`src/verilog/ieu_pkg.sv`:
```
// Execution unit types; tags are carried for ordering checks only and are never reordered
package ieu_pkg;

    // ============================================================
    // pipeline constants
    // ============================================================

    localparam int TAG_WIDTH   = 4;
    localparam int SHAMT_WIDTH = 5;   // rv32 shift amount
    localparam int IEU_LATENCY = 2;   // input edge to o_valid

    typedef logic [TAG_WIDTH-1:0] tag_t;

    // ============================================================
    // alu functions
    // ============================================================

    // compare functions return 0 or 1 in bit 0
    typedef enum logic [3:0] {
        ALU_FUNC_ADD = 4'd0,
        ALU_FUNC_SUB = 4'd1,
        ALU_FUNC_SLL = 4'd2,
        ALU_FUNC_SRL = 4'd3,
        ALU_FUNC_SRA = 4'd4,
        ALU_FUNC_LT  = 4'd5,    // signed
        ALU_FUNC_LTU = 4'd6,
        ALU_FUNC_XOR = 4'd7,
        ALU_FUNC_OR  = 4'd8,
        ALU_FUNC_AND = 4'd9,
        ALU_FUNC_EQ  = 4'd10,
        ALU_FUNC_NE  = 4'd11,
        ALU_FUNC_GE  = 4'd12,   // signed
        ALU_FUNC_GEU = 4'd13
    } alu_func_t;

endpackage

```
`src/verilog/riscv_pkg.sv`:
```
// RV32I widths and major opcodes for a core with 32-bit words and no compressed instructions
package riscv_pkg;

    // ============================================================
    // widths and basic types
    // ============================================================

    localparam int DATA_WIDTH = 32;   // register width
    localparam int ADDR_WIDTH = 32;   // instruction address width

    // next sequential instruction
    localparam int INSN_STEP = 4;

    typedef logic [DATA_WIDTH-1:0] word_t;
    typedef logic [ADDR_WIDTH-1:0] addr_t;

    // ============================================================
    // major opcodes
    // ============================================================

    // taken straight from insn[6:0]
    // only the integer forms handled by the execution unit are listed
    // so loads, stores, fences and system opcodes fall to the decode default
    typedef enum logic [6:0] {
        OPCODE_OP     = 7'b0110011,   // reg-reg alu
        OPCODE_OPIMM  = 7'b0010011,   // reg-imm alu
        OPCODE_BRANCH = 7'b1100011,
        OPCODE_LUI    = 7'b0110111,
        OPCODE_AUIPC  = 7'b0010111,
        OPCODE_JAL    = 7'b1101111,
        OPCODE_JALR   = 7'b1100111
    } opcode_t;

    // funct3 field of every form above sits in insn[14:12]
    // bit 30 picks SUB and SRA

endpackage
```
`src/verilog/ieu.sv`:
```
// RV32I integer execution unit with two cycle latency and no stall or back-pressure input
`timescale 1ns/1ps

module ieu (
    input  logic              clk,
    input  logic              i_rst,

    input  logic              i_valid,
    input  riscv_pkg::word_t  i_insn,
    input  riscv_pkg::addr_t  i_iaddr,
    input  riscv_pkg::word_t  i_src_a,
    input  riscv_pkg::word_t  i_src_b,
    input  ieu_pkg::tag_t     i_tag,

    output logic              o_valid,
    output ieu_pkg::tag_t     o_tag,
    output logic              o_wr,
    output riscv_pkg::word_t  o_result,
    output logic              o_redirect,
    output riscv_pkg::addr_t  o_target
);

    // decode outputs
    ieu_pkg::alu_func_t               id_alu_func;
    riscv_pkg::word_t                 id_src_a;
    riscv_pkg::word_t                 id_src_b;
    riscv_pkg::addr_t                 id_iaddr;
    riscv_pkg::word_t                 id_imm_b;
    logic [ieu_pkg::SHAMT_WIDTH-1:0]  id_shamt;
    ieu_pkg::tag_t                    id_tag;
    logic                             id_jmp;
    logic                             id_br;
    logic                             id_valid;

    // execute outputs
    logic              alu_valid;
    ieu_pkg::tag_t     alu_tag;
    riscv_pkg::word_t  alu_result;
    logic              tgt_jmp;
    logic              tgt_br;
    riscv_pkg::addr_t  tgt_target;
    riscv_pkg::addr_t  tgt_link;

    // ============================================================
    // decode, execute, writeback
    // ============================================================
    ieu_id u_id (
        .i_insn(i_insn), .i_iaddr(i_iaddr), .i_src_a(i_src_a), .i_src_b(i_src_b),
        .i_tag(i_tag), .i_valid(i_valid),
        .o_alu_func(id_alu_func), .o_src_a(id_src_a), .o_src_b(id_src_b),
        .o_iaddr(id_iaddr), .o_imm_b(id_imm_b), .o_shamt(id_shamt), .o_tag(id_tag),
        .o_jmp(id_jmp), .o_br(id_br), .o_valid(id_valid)
    );

    ieu_alu u_alu (
        .clk(clk), .i_rst(i_rst), .i_valid(id_valid), .i_tag(id_tag),
        .i_alu_func(id_alu_func), .i_src_a(id_src_a), .i_src_b(id_src_b), .i_shamt(id_shamt),
        .o_valid(alu_valid), .o_tag(alu_tag), .o_result(alu_result)
    );

    ieu_br u_br (   // runs alongside the alu
        .clk(clk), .i_rst(i_rst), .i_valid(id_valid), .i_jmp(id_jmp), .i_br(id_br),
        .i_iaddr(id_iaddr), .i_imm_b(id_imm_b), .i_src_a(id_src_a), .i_src_b(id_src_b),
        .o_jmp(tgt_jmp), .o_br(tgt_br), .o_target(tgt_target), .o_link(tgt_link)
    );

    ieu_wb u_wb (
        .clk(clk), .i_rst(i_rst), .i_valid(alu_valid), .i_tag(alu_tag),
        .i_alu_result(alu_result), .i_jmp(tgt_jmp), .i_br(tgt_br),
        .i_target(tgt_target), .i_link(tgt_link),
        .o_valid(o_valid), .o_wr(o_wr), .o_tag(o_tag), .o_result(o_result),
        .o_redirect(o_redirect), .o_target(o_target)
    );

endmodule

```
`src/verilog/ieu_alu.sv`:
```
// Registered ALU stage; one result per cycle, compare results are 0 or 1 in bit 0
`timescale 1ns/1ps

module ieu_alu (
    input  logic                             clk,
    input  logic                             i_rst,

    input  logic                             i_valid,
    input  ieu_pkg::tag_t                    i_tag,
    input  ieu_pkg::alu_func_t               i_alu_func,
    input  riscv_pkg::word_t                 i_src_a,
    input  riscv_pkg::word_t                 i_src_b,
    input  logic [ieu_pkg::SHAMT_WIDTH-1:0]  i_shamt,

    output logic                             o_valid,
    output ieu_pkg::tag_t                    o_tag,
    output riscv_pkg::word_t                 o_result
);

    riscv_pkg::word_t result_d;
    logic             lt_s;
    logic             lt_u;
    logic             eq;

    // shared compare terms
    assign lt_s = $signed(i_src_a) < $signed(i_src_b);
    assign lt_u = i_src_a < i_src_b;
    assign eq   = i_src_a == i_src_b;

    // ============================================================
    // function select
    // ============================================================
    always_comb begin
        case (i_alu_func)
            ieu_pkg::ALU_FUNC_ADD: result_d = i_src_a + i_src_b;
            ieu_pkg::ALU_FUNC_SUB: result_d = i_src_a - i_src_b;
            ieu_pkg::ALU_FUNC_SLL: result_d = i_src_a << i_shamt;
            ieu_pkg::ALU_FUNC_SRL: result_d = i_src_a >> i_shamt;
            ieu_pkg::ALU_FUNC_SRA: result_d = riscv_pkg::word_t'($signed(i_src_a) >>> i_shamt);
            ieu_pkg::ALU_FUNC_XOR: result_d = i_src_a ^ i_src_b;
            ieu_pkg::ALU_FUNC_OR:  result_d = i_src_a | i_src_b;
            ieu_pkg::ALU_FUNC_AND: result_d = i_src_a & i_src_b;
            ieu_pkg::ALU_FUNC_LT:  result_d = riscv_pkg::word_t'(lt_s);
            ieu_pkg::ALU_FUNC_LTU: result_d = riscv_pkg::word_t'(lt_u);
            ieu_pkg::ALU_FUNC_EQ:  result_d = riscv_pkg::word_t'(eq);
            ieu_pkg::ALU_FUNC_NE:  result_d = riscv_pkg::word_t'(!eq);
            ieu_pkg::ALU_FUNC_GE:  result_d = riscv_pkg::word_t'(!lt_s);
            ieu_pkg::ALU_FUNC_GEU: result_d = riscv_pkg::word_t'(!lt_u);
            default:               result_d = i_src_a + i_src_b;
        endcase
    end

    always_ff @(posedge clk) begin
        if (i_rst) begin
            o_valid <= 1'b0;
        end else begin
            o_valid <= i_valid;
        end
    end

    // payload
    always_ff @(posedge clk) begin
        o_tag    <= i_tag;
        o_result <= result_d;
    end

    // valid must be clean once reset has been applied
    a_valid_known: assert property (@(posedge clk) !i_rst |-> !$isunknown(o_valid))
        else $error("ieu_alu: o_valid unknown after reset");

endmodule

```
`src/verilog/ieu_br.sv`:
```
// Registered target stage; jump targets clear bit 0 and no misaligned-target trap is raised
`timescale 1ns/1ps

module ieu_br (
    input  logic              clk,
    input  logic              i_rst,

    input  logic              i_valid,
    input  logic              i_jmp,
    input  logic              i_br,
    input  riscv_pkg::addr_t  i_iaddr,
    input  riscv_pkg::word_t  i_imm_b,
    input  riscv_pkg::word_t  i_src_a,
    input  riscv_pkg::word_t  i_src_b,

    output logic              o_jmp,
    output logic              o_br,
    output riscv_pkg::addr_t  o_target,
    output riscv_pkg::addr_t  o_link
);

    riscv_pkg::addr_t jmp_target;
    riscv_pkg::addr_t br_target;

    // ============================================================
    // target adders
    // ============================================================
    // JAL has iaddr + imm_j here, JALR has rs1 + imm_i
    assign jmp_target = (i_src_a + i_src_b) & ~riscv_pkg::addr_t'(1);
    assign br_target  = i_iaddr + i_imm_b;

    always_ff @(posedge clk) begin
        if (i_rst) begin
            o_jmp <= 1'b0;
            o_br  <= 1'b0;
        end else begin
            o_jmp <= i_valid & i_jmp;   // flags only for real insns
            o_br  <= i_valid & i_br;
        end
    end

    always_ff @(posedge clk) begin
        o_target <= i_jmp ? jmp_target : br_target;
        o_link   <= i_iaddr + riscv_pkg::addr_t'(riscv_pkg::INSN_STEP);
    end

    // decode exclusivity must survive the register stage
    a_flags_excl: assert property (@(posedge clk) disable iff (i_rst) !(o_jmp && o_br))
        else $error("ieu_br: jump and branch flags both set");

endmodule

```
`src/verilog/ieu_id.sv`:
```
// Combinational RV32I decode; unknown opcodes and reserved branch funct3 run as ADD with no flags
`timescale 1ns/1ps

module ieu_id (
    input  riscv_pkg::word_t                 i_insn,
    input  riscv_pkg::addr_t                 i_iaddr,
    input  riscv_pkg::word_t                 i_src_a,
    input  riscv_pkg::word_t                 i_src_b,
    input  ieu_pkg::tag_t                    i_tag,
    input  logic                             i_valid,

    output ieu_pkg::alu_func_t               o_alu_func,
    output riscv_pkg::word_t                 o_src_a,
    output riscv_pkg::word_t                 o_src_b,
    output riscv_pkg::addr_t                 o_iaddr,
    output riscv_pkg::word_t                 o_imm_b,
    output logic [ieu_pkg::SHAMT_WIDTH-1:0]  o_shamt,
    output ieu_pkg::tag_t                    o_tag,
    output logic                             o_jmp,
    output logic                             o_br,
    output logic                             o_valid
);

    localparam int W = riscv_pkg::DATA_WIDTH;

    riscv_pkg::opcode_t  opcode;
    logic [2:0]          funct3;
    ieu_pkg::alu_func_t  arith_func;

    riscv_pkg::word_t imm_i;
    riscv_pkg::word_t imm_b;
    riscv_pkg::word_t imm_u;
    riscv_pkg::word_t imm_j;

    assign opcode = riscv_pkg::opcode_t'(i_insn[6:0]);
    assign funct3 = i_insn[14:12];

    // ============================================================
    // immediates
    // ============================================================
    assign imm_i = {{(W-11){i_insn[31]}}, i_insn[30:20]};
    assign imm_b = {{(W-12){i_insn[31]}}, i_insn[7], i_insn[30:25], i_insn[11:8], 1'b0};
    assign imm_u = {i_insn[31:12], 12'b0};
    assign imm_j = {{(W-20){i_insn[31]}}, i_insn[19:12], i_insn[20], i_insn[30:21], 1'b0};

    // pass-through to the execute stages
    assign o_iaddr = i_iaddr;
    assign o_imm_b = imm_b;
    assign o_tag   = i_tag;
    assign o_valid = i_valid;

    // shared funct3 map for OP and OP-IMM
    always_comb begin
        case (funct3)
            3'b000:  arith_func = ieu_pkg::ALU_FUNC_ADD;
            3'b001:  arith_func = ieu_pkg::ALU_FUNC_SLL;
            3'b010:  arith_func = ieu_pkg::ALU_FUNC_LT;
            3'b011:  arith_func = ieu_pkg::ALU_FUNC_LTU;
            3'b100:  arith_func = ieu_pkg::ALU_FUNC_XOR;
            3'b101:  arith_func = i_insn[30] ? ieu_pkg::ALU_FUNC_SRA : ieu_pkg::ALU_FUNC_SRL;
            3'b110:  arith_func = ieu_pkg::ALU_FUNC_OR;
            default: arith_func = ieu_pkg::ALU_FUNC_AND;
        endcase
    end

    // ============================================================
    // function, operand and flag select
    // ============================================================
    always_comb begin
        o_alu_func = ieu_pkg::ALU_FUNC_ADD;
        o_src_a    = i_src_a;
        o_src_b    = i_src_b;
        o_shamt    = i_insn[24:20];
        o_jmp      = 1'b0;
        o_br       = 1'b0;
        case (opcode)
            riscv_pkg::OPCODE_OP: begin
                // SUB only exists in the register form
                o_alu_func = (funct3 == 3'b000 && i_insn[30]) ? ieu_pkg::ALU_FUNC_SUB : arith_func;
                o_shamt    = i_src_b[ieu_pkg::SHAMT_WIDTH-1:0];
            end
            riscv_pkg::OPCODE_OPIMM: begin
                o_alu_func = arith_func;
                o_src_b    = imm_i;
            end
            riscv_pkg::OPCODE_BRANCH: begin
                o_br = 1'b1;
                case (funct3)
                    3'b000:  o_alu_func = ieu_pkg::ALU_FUNC_EQ;
                    3'b001:  o_alu_func = ieu_pkg::ALU_FUNC_NE;
                    3'b100:  o_alu_func = ieu_pkg::ALU_FUNC_LT;
                    3'b101:  o_alu_func = ieu_pkg::ALU_FUNC_GE;
                    3'b110:  o_alu_func = ieu_pkg::ALU_FUNC_LTU;
                    3'b111:  o_alu_func = ieu_pkg::ALU_FUNC_GEU;
                    default: o_br       = 1'b0;   // reserved
                endcase
            end
            riscv_pkg::OPCODE_LUI: begin
                o_src_a = '0;
                o_src_b = imm_u;
            end
            riscv_pkg::OPCODE_AUIPC: begin
                o_src_a = i_iaddr;
                o_src_b = imm_u;
            end
            riscv_pkg::OPCODE_JAL: begin
                o_src_a = i_iaddr;   // target adder input
                o_src_b = imm_j;
                o_jmp   = 1'b1;
            end
            riscv_pkg::OPCODE_JALR: begin
                o_src_b = imm_i;
                o_jmp   = 1'b1;
            end
            default: ;
        endcase
    end

endmodule

```
`src/verilog/ieu_wb.sv`:
```
// Registered writeback; branches never write, jumps write the link address
`timescale 1ns/1ps

module ieu_wb (
    input  logic              clk,
    input  logic              i_rst,

    input  logic              i_valid,
    input  ieu_pkg::tag_t     i_tag,
    input  riscv_pkg::word_t  i_alu_result,
    input  logic              i_jmp,
    input  logic              i_br,
    input  riscv_pkg::addr_t  i_target,
    input  riscv_pkg::addr_t  i_link,

    output logic              o_valid,
    output logic              o_wr,
    output ieu_pkg::tag_t     o_tag,
    output riscv_pkg::word_t  o_result,
    output logic              o_redirect,
    output riscv_pkg::addr_t  o_target
);

    logic taken;

    // compare result sits in bit 0
    assign taken = i_br & i_alu_result[0];

    // ============================================================
    // control
    // ============================================================
    always_ff @(posedge clk) begin
        if (i_rst) begin
            o_valid    <= 1'b0;
            o_wr       <= 1'b0;
            o_redirect <= 1'b0;
        end else begin
            o_valid    <= i_valid;
            o_wr       <= i_valid & ~i_br;
            o_redirect <= i_valid & (i_jmp | taken);
        end
    end

    always_ff @(posedge clk) begin
        o_tag    <= i_tag;
        o_result <= i_jmp ? i_link : i_alu_result;   // link for JAL/JALR
        o_target <= i_target;
    end

    // alu and target stages advance in step
    a_flags_valid: assert property (@(posedge clk) disable iff (i_rst)
        (i_jmp || i_br) |-> i_valid)
        else $error("ieu_wb: jump or branch flag without valid");

endmodule

```
`config.mk`:
```
export PLATFORM = sky130hd
export DESIGN_NAME = ieu
export DESIGN_NICKNAME = d
export VERILOG_FILES = /design/src/verilog/ieu_pkg.sv /design/src/verilog/riscv_pkg.sv /design/src/verilog/ieu.sv /design/src/verilog/ieu_alu.sv /design/src/verilog/ieu_br.sv /design/src/verilog/ieu_id.sv /design/src/verilog/ieu_wb.sv
export SDC_FILE = /design/constraint.sdc
export NUM_CORES = 1
export LEC_CHECK = 0
export ABC_AREA = 1
export BUFFER_PORTS_ARGS = -buffer_cell sky130_fd_sc_hd__buf_2
export CELL_PAD_IN_SITES_DETAIL_PLACEMENT = 1
export CELL_PAD_IN_SITES_GLOBAL_PLACEMENT = 2
export CORE_MARGIN = 10
export CORE_UTILIZATION = 35
export CTS_CLUSTER_SIZE = 30
export DETAILED_ROUTE_END_ITERATION = 8
export GPL_TIMING_DRIVEN = 0
export PLACE_DENSITY = 0.87
export SLEW_MARGIN = 30
export SYNTH_ARGS = -nofsm -noshare
export SYNTH_HDL_FRONTEND = slang
export SYNTH_SLANG_ARGS = --single-unit
```
`constraint.sdc`:
```
create_clock -name clk -period 8.9 [get_ports clk]
set_clock_uncertainty 0.15 [all_clocks]
set_input_delay 0.89 -clock clk [delete_from_list [all_inputs] [get_ports clk]]
set_output_delay 0.89 -clock clk [all_outputs]
set_load 0.02 [all_outputs]
```
Yosys cells after proc, flatten, opt, wreduce, memory -nomap -nowiden
Index checks and enable logic that the tools add are counted.
{"block": "word_totals", "register_bits": 174, "latch_bits": 0, "mem_bits_rw": 0, "rom_bits": 0, "wordCells": 85, "mem_count": 0}
{"block": "classes", "add_sub_neg": 4, "multipliers": 0, "div_mod_pow": 0, "magnitude_cmp": 2, "n_eq_ne": 28, "shifts": 3, "muxes": 14, "bitwise": 10, "n_reduce_logical": 10}
{"operator": "case mux 32 bit (13 select lines)", "count": 1}
{"operator": "case mux 32 bit (3 select lines)", "count": 1}
{"operator": "adder 32 bit", "count": 2}
{"operator": "less-than comparator 32 bit", "count": 2}
{"operator": "two-way mux 32 bit", "count": 2}
{"operator": "case mux 32 bit (2 select lines)", "count": 1}
{"operator": "adder 32 x 3 -> 32 bit (second input constant)", "count": 1}
{"operator": "AND 32 bit", "count": 1}
{"operator": "== test 32 bit", "count": 1}
{"operator": "OR 32 bit", "count": 1}
{"operator": "left shift 32 x 5 -> 32 bit", "count": 1}
{"operator": "right shift 32 x 5 -> 32 bit", "count": 1}
{"operator": ">>> shifter 32 x 5 -> 32 bit", "count": 1}
{"operator": "subtractor 32 bit", "count": 1}
{"operator": "bitwise XOR 32 bit", "count": 1}
{"operator": "case mux 4 bit (7 select lines)", "count": 1}
{"operator": "== test 4 bit (second input constant)", "count": 6}
{"operator": "case mux 4 bit (6 select lines)", "count": 1}
{"operator": "== test 7 bit (second input constant)", "count": 3}
{"operator": "== test 4 x 3 -> 1 bit (second input constant)", "count": 4}
{"operator": "== test 7 x 5 -> 1 bit (second input constant)", "count": 2}
{"operator": "== test 7 x 6 -> 1 bit (second input constant)", "count": 2}
{"operator": "== test 3 bit (second input constant)", "count": 4}
{"operator": "case mux 4 bit (3 select lines)", "count": 1}
{"operator": "other kinds (16)", "count": 29}

Depth between registers and ports, before layout
{"block": "depth", "ltp_word": 6, "depth_mapped": 33}

Cells and area by module
A second synthesis with hierarchy kept.
{"block": "unflattened", "hier_cells": 3772, "hier_area_um2": 21097.7}
{"module": "ieu_alu", "n_inst": 1, "cells_each": 1966, "area_each_um2": 10299.9, "seq_area_each_um2": 740.7}
{"module": "ieu_br", "n_inst": 1, "cells_each": 1256, "area_each_um2": 7011.7, "seq_area_each_um2": 1321.3}
{"module": "ieu_wb", "n_inst": 1, "cells_each": 181, "area_each_um2": 1948.1, "seq_area_each_um2": 1421.4}
{"module": "ieu_id", "n_inst": 1, "cells_each": 369, "area_each_um2": 1838.0, "seq_area_each_um2": 0.0}

Worst setup path after synthesis
OpenSTA, ideal clock, no wires.
{"block": "synth_path", "kind": "input to register", "start": "input i_insn[1]", "end": "register u_alu.o_result[22]", "setup_ps": 112, "arrival_time_ps": 4255, "t_required_ps": 8638, "slack_ps": 4384, "path_stages": 20, "path_buffers": 2, "cell_sequence": "nand2_2 > nor2_1 > nand2_1 > clkinv_1 > nor2_1 > nand2_1 > clkbuf_1 > clkbuf_1 > o22ai_1 > ha_1 > inv_1 > fa_1 > o21ai_1 > a21boi_0 > o21ai_1 > a21oi_1 > o21ai_1 > xor2_1 > and2_1 > nor2_1"}
{"block": "synth_via", "elab_chain_len": 5}
{"item": "start, declared", "line": "ieu.sv:9", "source": "input riscv_pkg::word_t i_insn,"}
{"item": "== test 7 x 5 -> 1 bit, or another cell as far along", "line": "ieu_id.sv:76", "source": "case (opcode)"}
{"item": "OR reduction 2 bit (no line)"}
{"item": "case mux 32 bit (3 select lines) / case mux 32 bit (2 select lines) (equally long branches)", "line": "ieu_id.sv:76"}
{"item": "adder 32 bit, or another cell as far along", "line": "ieu_alu.sv:35, ieu_alu.sv:49"}
{"item": "case mux 32 bit (13 select lines) *", "line": "ieu_alu.sv:34", "source": "case (i_alu_func)"}
{"item": "via u_alu.result_d[22]", "line": "ieu_alu.sv:20", "source": "riscv_pkg::word_t result_d;"}
{"item": "end signal, assigned", "line": "ieu_alu.sv:64", "source": "o_result <= result_d;"}
{"item": "end, declared", "line": "ieu_alu.sv:17", "source": "output riscv_pkg::word_t o_result"}
Mark *: on every way through the listed nets, which the timed path passes. The rest lies on a longest branch.
A chain may end at the register's enable or synchronous reset.

Worst setup path in the final report
Same ends and word-level chain as after synthesis.

==> qor.csv <==
stage;metric;value;unit
power_and_ir_drop;worst ir drop on vdd;0.1224;mV
logic_synthesis;Seq cells post-synth;174;
critical_path;startpoint types;primary input;
cts;Post-CTS Setup Repair Bufs;0;
logic_synthesis;share of the synthesized area in the top cell type;0.1966;
global_routing;gr ovfl total;0;
sta;period utilization;0.8541;
detailed_routing;vias per cell;5.890;
die;die outline height;245.0;um
critical_path;cell mode on critical path;nand2_1;
cts;Max Root-Sink Buffers;2;
die;die area;60010;um^2
global_routing;gr usage total;0.3536;
logic_synthesis;Mapped Nets;3144;
die;Die X;245.0;um
critical_path;CP bufs+invs;7;
sta;post-layout minimum cycle time;7.601;ns
logic_synthesis;Mapped Cells;2879;
detailed_routing;Final ANT Viol Nets;0;
logic_synthesis;post-synth top area cell;dfxtp_1;
die;Core Area;50070;um^2
cts;cts bufs inserted;17;
critical_path;critical path class;in -> reg;
critical_path;max incr delay on CP;0.76;ns
logic_synthesis;yosys warns;0;
cts;clock sink count;174;
layout;Area Overhead vs Synth;14.04;%
place;DP HPWL;93590;um
cts;Clock Root Buffer;clkbuf_16;
detailed_routing;DRC viols;0;
die;Initial Utilization;0.3538;
critical_path;crit-path leading delay family;simple AND/OR/NAND/NOR gates;
cts;Max H-tree Level;4;
detailed_routing;WL/cell;29.30;um
cts;Worst-path clk slew;0.07;ns
global_routing;antenna violations before repair;6;
critical_path;Critical Path RT;9.05;ns
critical_path;worst path arrival time;7.75;ns
job;Max Cap Viol;0;
sta;fin. max-slew vios;0;
logic_synthesis;ys async rst share;0;
critical_path;CP Capture Type;register;
sta;setup TNS;0;ns
die;cell row count;82;
place;RePlAce Congestion;1.067;
cts;post-cts repair resize count;0;
detailed_routing;drt first pass iters;6;
place;Placement Setup Slack;1.155;ns
sta;setup ws final;1.299;ns
die;I/O pin total;206;
sta;Max-Slew Margin vs Limit;0.3147;
place;Buffers on Ports;204;
global_routing;first-pass GRT wire length;155500;um
cts;insertion delay to the later sink of the worst-skew pair;0.45;ns
critical_path;CP max FO;10;
power_and_ir_drop;leakage;10.23;nW
critical_path;Crit-path slowest cell;o22ai_1;
layout;fraction of layout cells with a size suffix above 1;0.1525;
min_path;HP Class;reg -> reg;
status;outcome;complete, no violations;
detailed_routing;Via Count;22306;
cts;CTS tree;built;
detailed_routing;final wirelength;111000;um
logic_synthesis;synthesized area per cell;6.153;um^2
layout;# diodes;0;
sta;unrepaired setup endpoints after global routing;no;
cts;Post-CTS Hold Buffers;0;
sta;fmax;0.1316;GHz
logic_synthesis;main area contributors after synthesis;dfxtp_1, nand2_1, nand3_1;
detailed_routing;DR iter-0 viols;2408;
logic_synthesis;post-synthesis cell type count;57;
sta;worst-margin pin slew;1.017;ns
layout;Nets;3367;
global_routing;largest net degree at the start of global routing;22;
sta;setup violators final;0;
power_and_ir_drop;PD cells;156.0;nW/um^2
logic_synthesis;top_reg_cell synth;dfxtp_1;
logic_synthesis;Post-synth EDFFs;0;
global_routing;number of global-route vias before repair;21773;
logic_synthesis;Synth Cell Area;17710;um^2
sta;Final Hold Viols;0;
logic_synthesis;sequential share of the synthesized area;0.1966;
==> metrics by stage <==
step                hold WS [ns]    util  power (mW)  std cells  area, um^2
finish                    0.1769  0.4035       3.151       3787       20200
global route              0.1837  0.4035       3.276       3787       20200
floorplan                 0.1596       -       1.752       2879       17710
CTS                       0.1765  0.4035       3.109       3787       20200
detailed placement        0.1635  0.3910       2.318       3755       19580
global placement          0.1620  0.3910       2.294       3755       19580
==> flip-flops by register name (all words and copies together) (netlist names) <==
name / flops
u_alu.o_result: 32
u_br.o_link: 32
u_br.o_target: 32
u_wb.o_result: 32
u_wb.o_target: 32
u_alu.o_tag: 4
u_wb.o_tag: 4
u_alu.o_valid: 1
u_br.o_br: 1
u_br.o_jmp: 1
u_wb.o_redirect: 1
u_wb.o_valid: 1
u_wb.o_wr: 1
==> synthesized netlist by cell type (3+ instances only) <==
cell / instances
ha_1: 127
nand2_4: 10
fa_1: 3
buf_4: 9
nand4_1: 30
o22ai_1: 22
xor2_1: 58
nor4_1: 14
o211ai_1: 17
nand3_1: 473
buf_2: 50
o21bai_1: 14
nand3b_1: 4
a21o_1: 7
mux2_2: 32
nor3_2: 3
clkbuf_1: 49
dfxtp_1: 174
or2_2: 11
nand2_2: 17
buf_1: 5
inv_1: 289
inv_2: 26
nor2_2: 15
o21ai_0: 111
nand3_2: 32
a22oi_1: 6
clkinv_1: 3
nor3_1: 31
o21a_1: 8
a21oi_1: 154
nand2_1: 739
o21ai_2: 5
o2111ai_1: 12
nor2_1: 221
xnor2_1: 17
buf_6: 12
nor2_4: 7
a21boi_1: 3
a31oi_1: 15
o21ai_1: 21
==> layout make-up <==
| class | instances | area (um^2) |
|---|---|---|
| flip-flops and latches | 174 | 3483 |
| plain buffers | 125 | 655.6 |
| repair buffers | 204 | 1021 |
| inverters | 319 | 1200 |
| fillers | 6874 | 29870 |
| multi-input cells | 2261 | 12380 |
| clock inverters | 15 | 200.2 |
| well taps | 672 | 840.8 |
| clock buffers | 17 | 425.4 |
==> kinds of logic after synthesis <==
kind of cell	synth area share
compound gates	0.1324
mux	0.02034
xor+xnor	0.03708
buf+inv	0.1047
fa+ha+maj	0.09309
flops	0.1966
simple gates	0.4157
==> report_power, final <==
group          internal, mW  leakage (nW)  total, mW  switching, mW
Clock                 0.430         0.307      0.790          0.360
Sequential            0.936          1.47       1.00         0.0670
Combinational         0.377          8.46       1.36          0.981
Total                  1.74          10.2       3.15           1.41
==> per-layer routing <==
| layer | share of wire | GRT usage | routed length (um) |
|---|---|---|---|
| met5 | 0.00026 | 0 | 29 |
| met4 | 0.043 | 0.1465 | 4786 |
| met2 | 0.43 | 0.5448 | 47520 |
| met3 | 0.10 | 0.08113 | 11210 |
| met1 | 0.43 | 0.4667 | 47410 |
==> placed cells by master, fill, tap and decap left out, types with 9 or more instances in the layout <==
master,Yosys,routed
nand2_1,739,739
nand3_1,473,473
inv_1,289,289
buf_2,50,254
nor2_1,221,221
dfxtp_1,174,174
a21oi_1,154,154
ha_1,127,127
o21ai_0,111,108
xor2_1,58,58
clkbuf_1,49,49
nand3_2,32,32
mux2_2,32,32
nor3_1,31,31
nand4_1,30,30
inv_2,26,26
o21ai_1,21,24
o22ai_1,22,22
nand2_2,17,17
o211ai_1,17,17
xnor2_1,17,17
clkbuf_16,0,17
nor2_2,15,15
a31oi_1,15,15
o21bai_1,14,14
nor4_1,14,14
buf_6,12,12
o2111ai_1,12,12
or2_2,11,11
nand2_4,10,10
buf_4,9,9
==> path summary, 6_finish.rpt <==
path                    startpoint                 end  slack (ns)  cells past startpoint
setup / recovery         i_insn[1]  u_alu.o_result[22]        1.30                     27
hold / removal    u_br.o_target[0]    u_wb.o_target[0]        0.18                      0
hold reg to reg   u_br.o_target[0]    u_wb.o_target[0]        0.18                      0
setup reg to reg        u_br.o_jmp   u_wb.o_result[20]        7.00                      3
No activity file was read; power rests on OpenSTA's default activity.
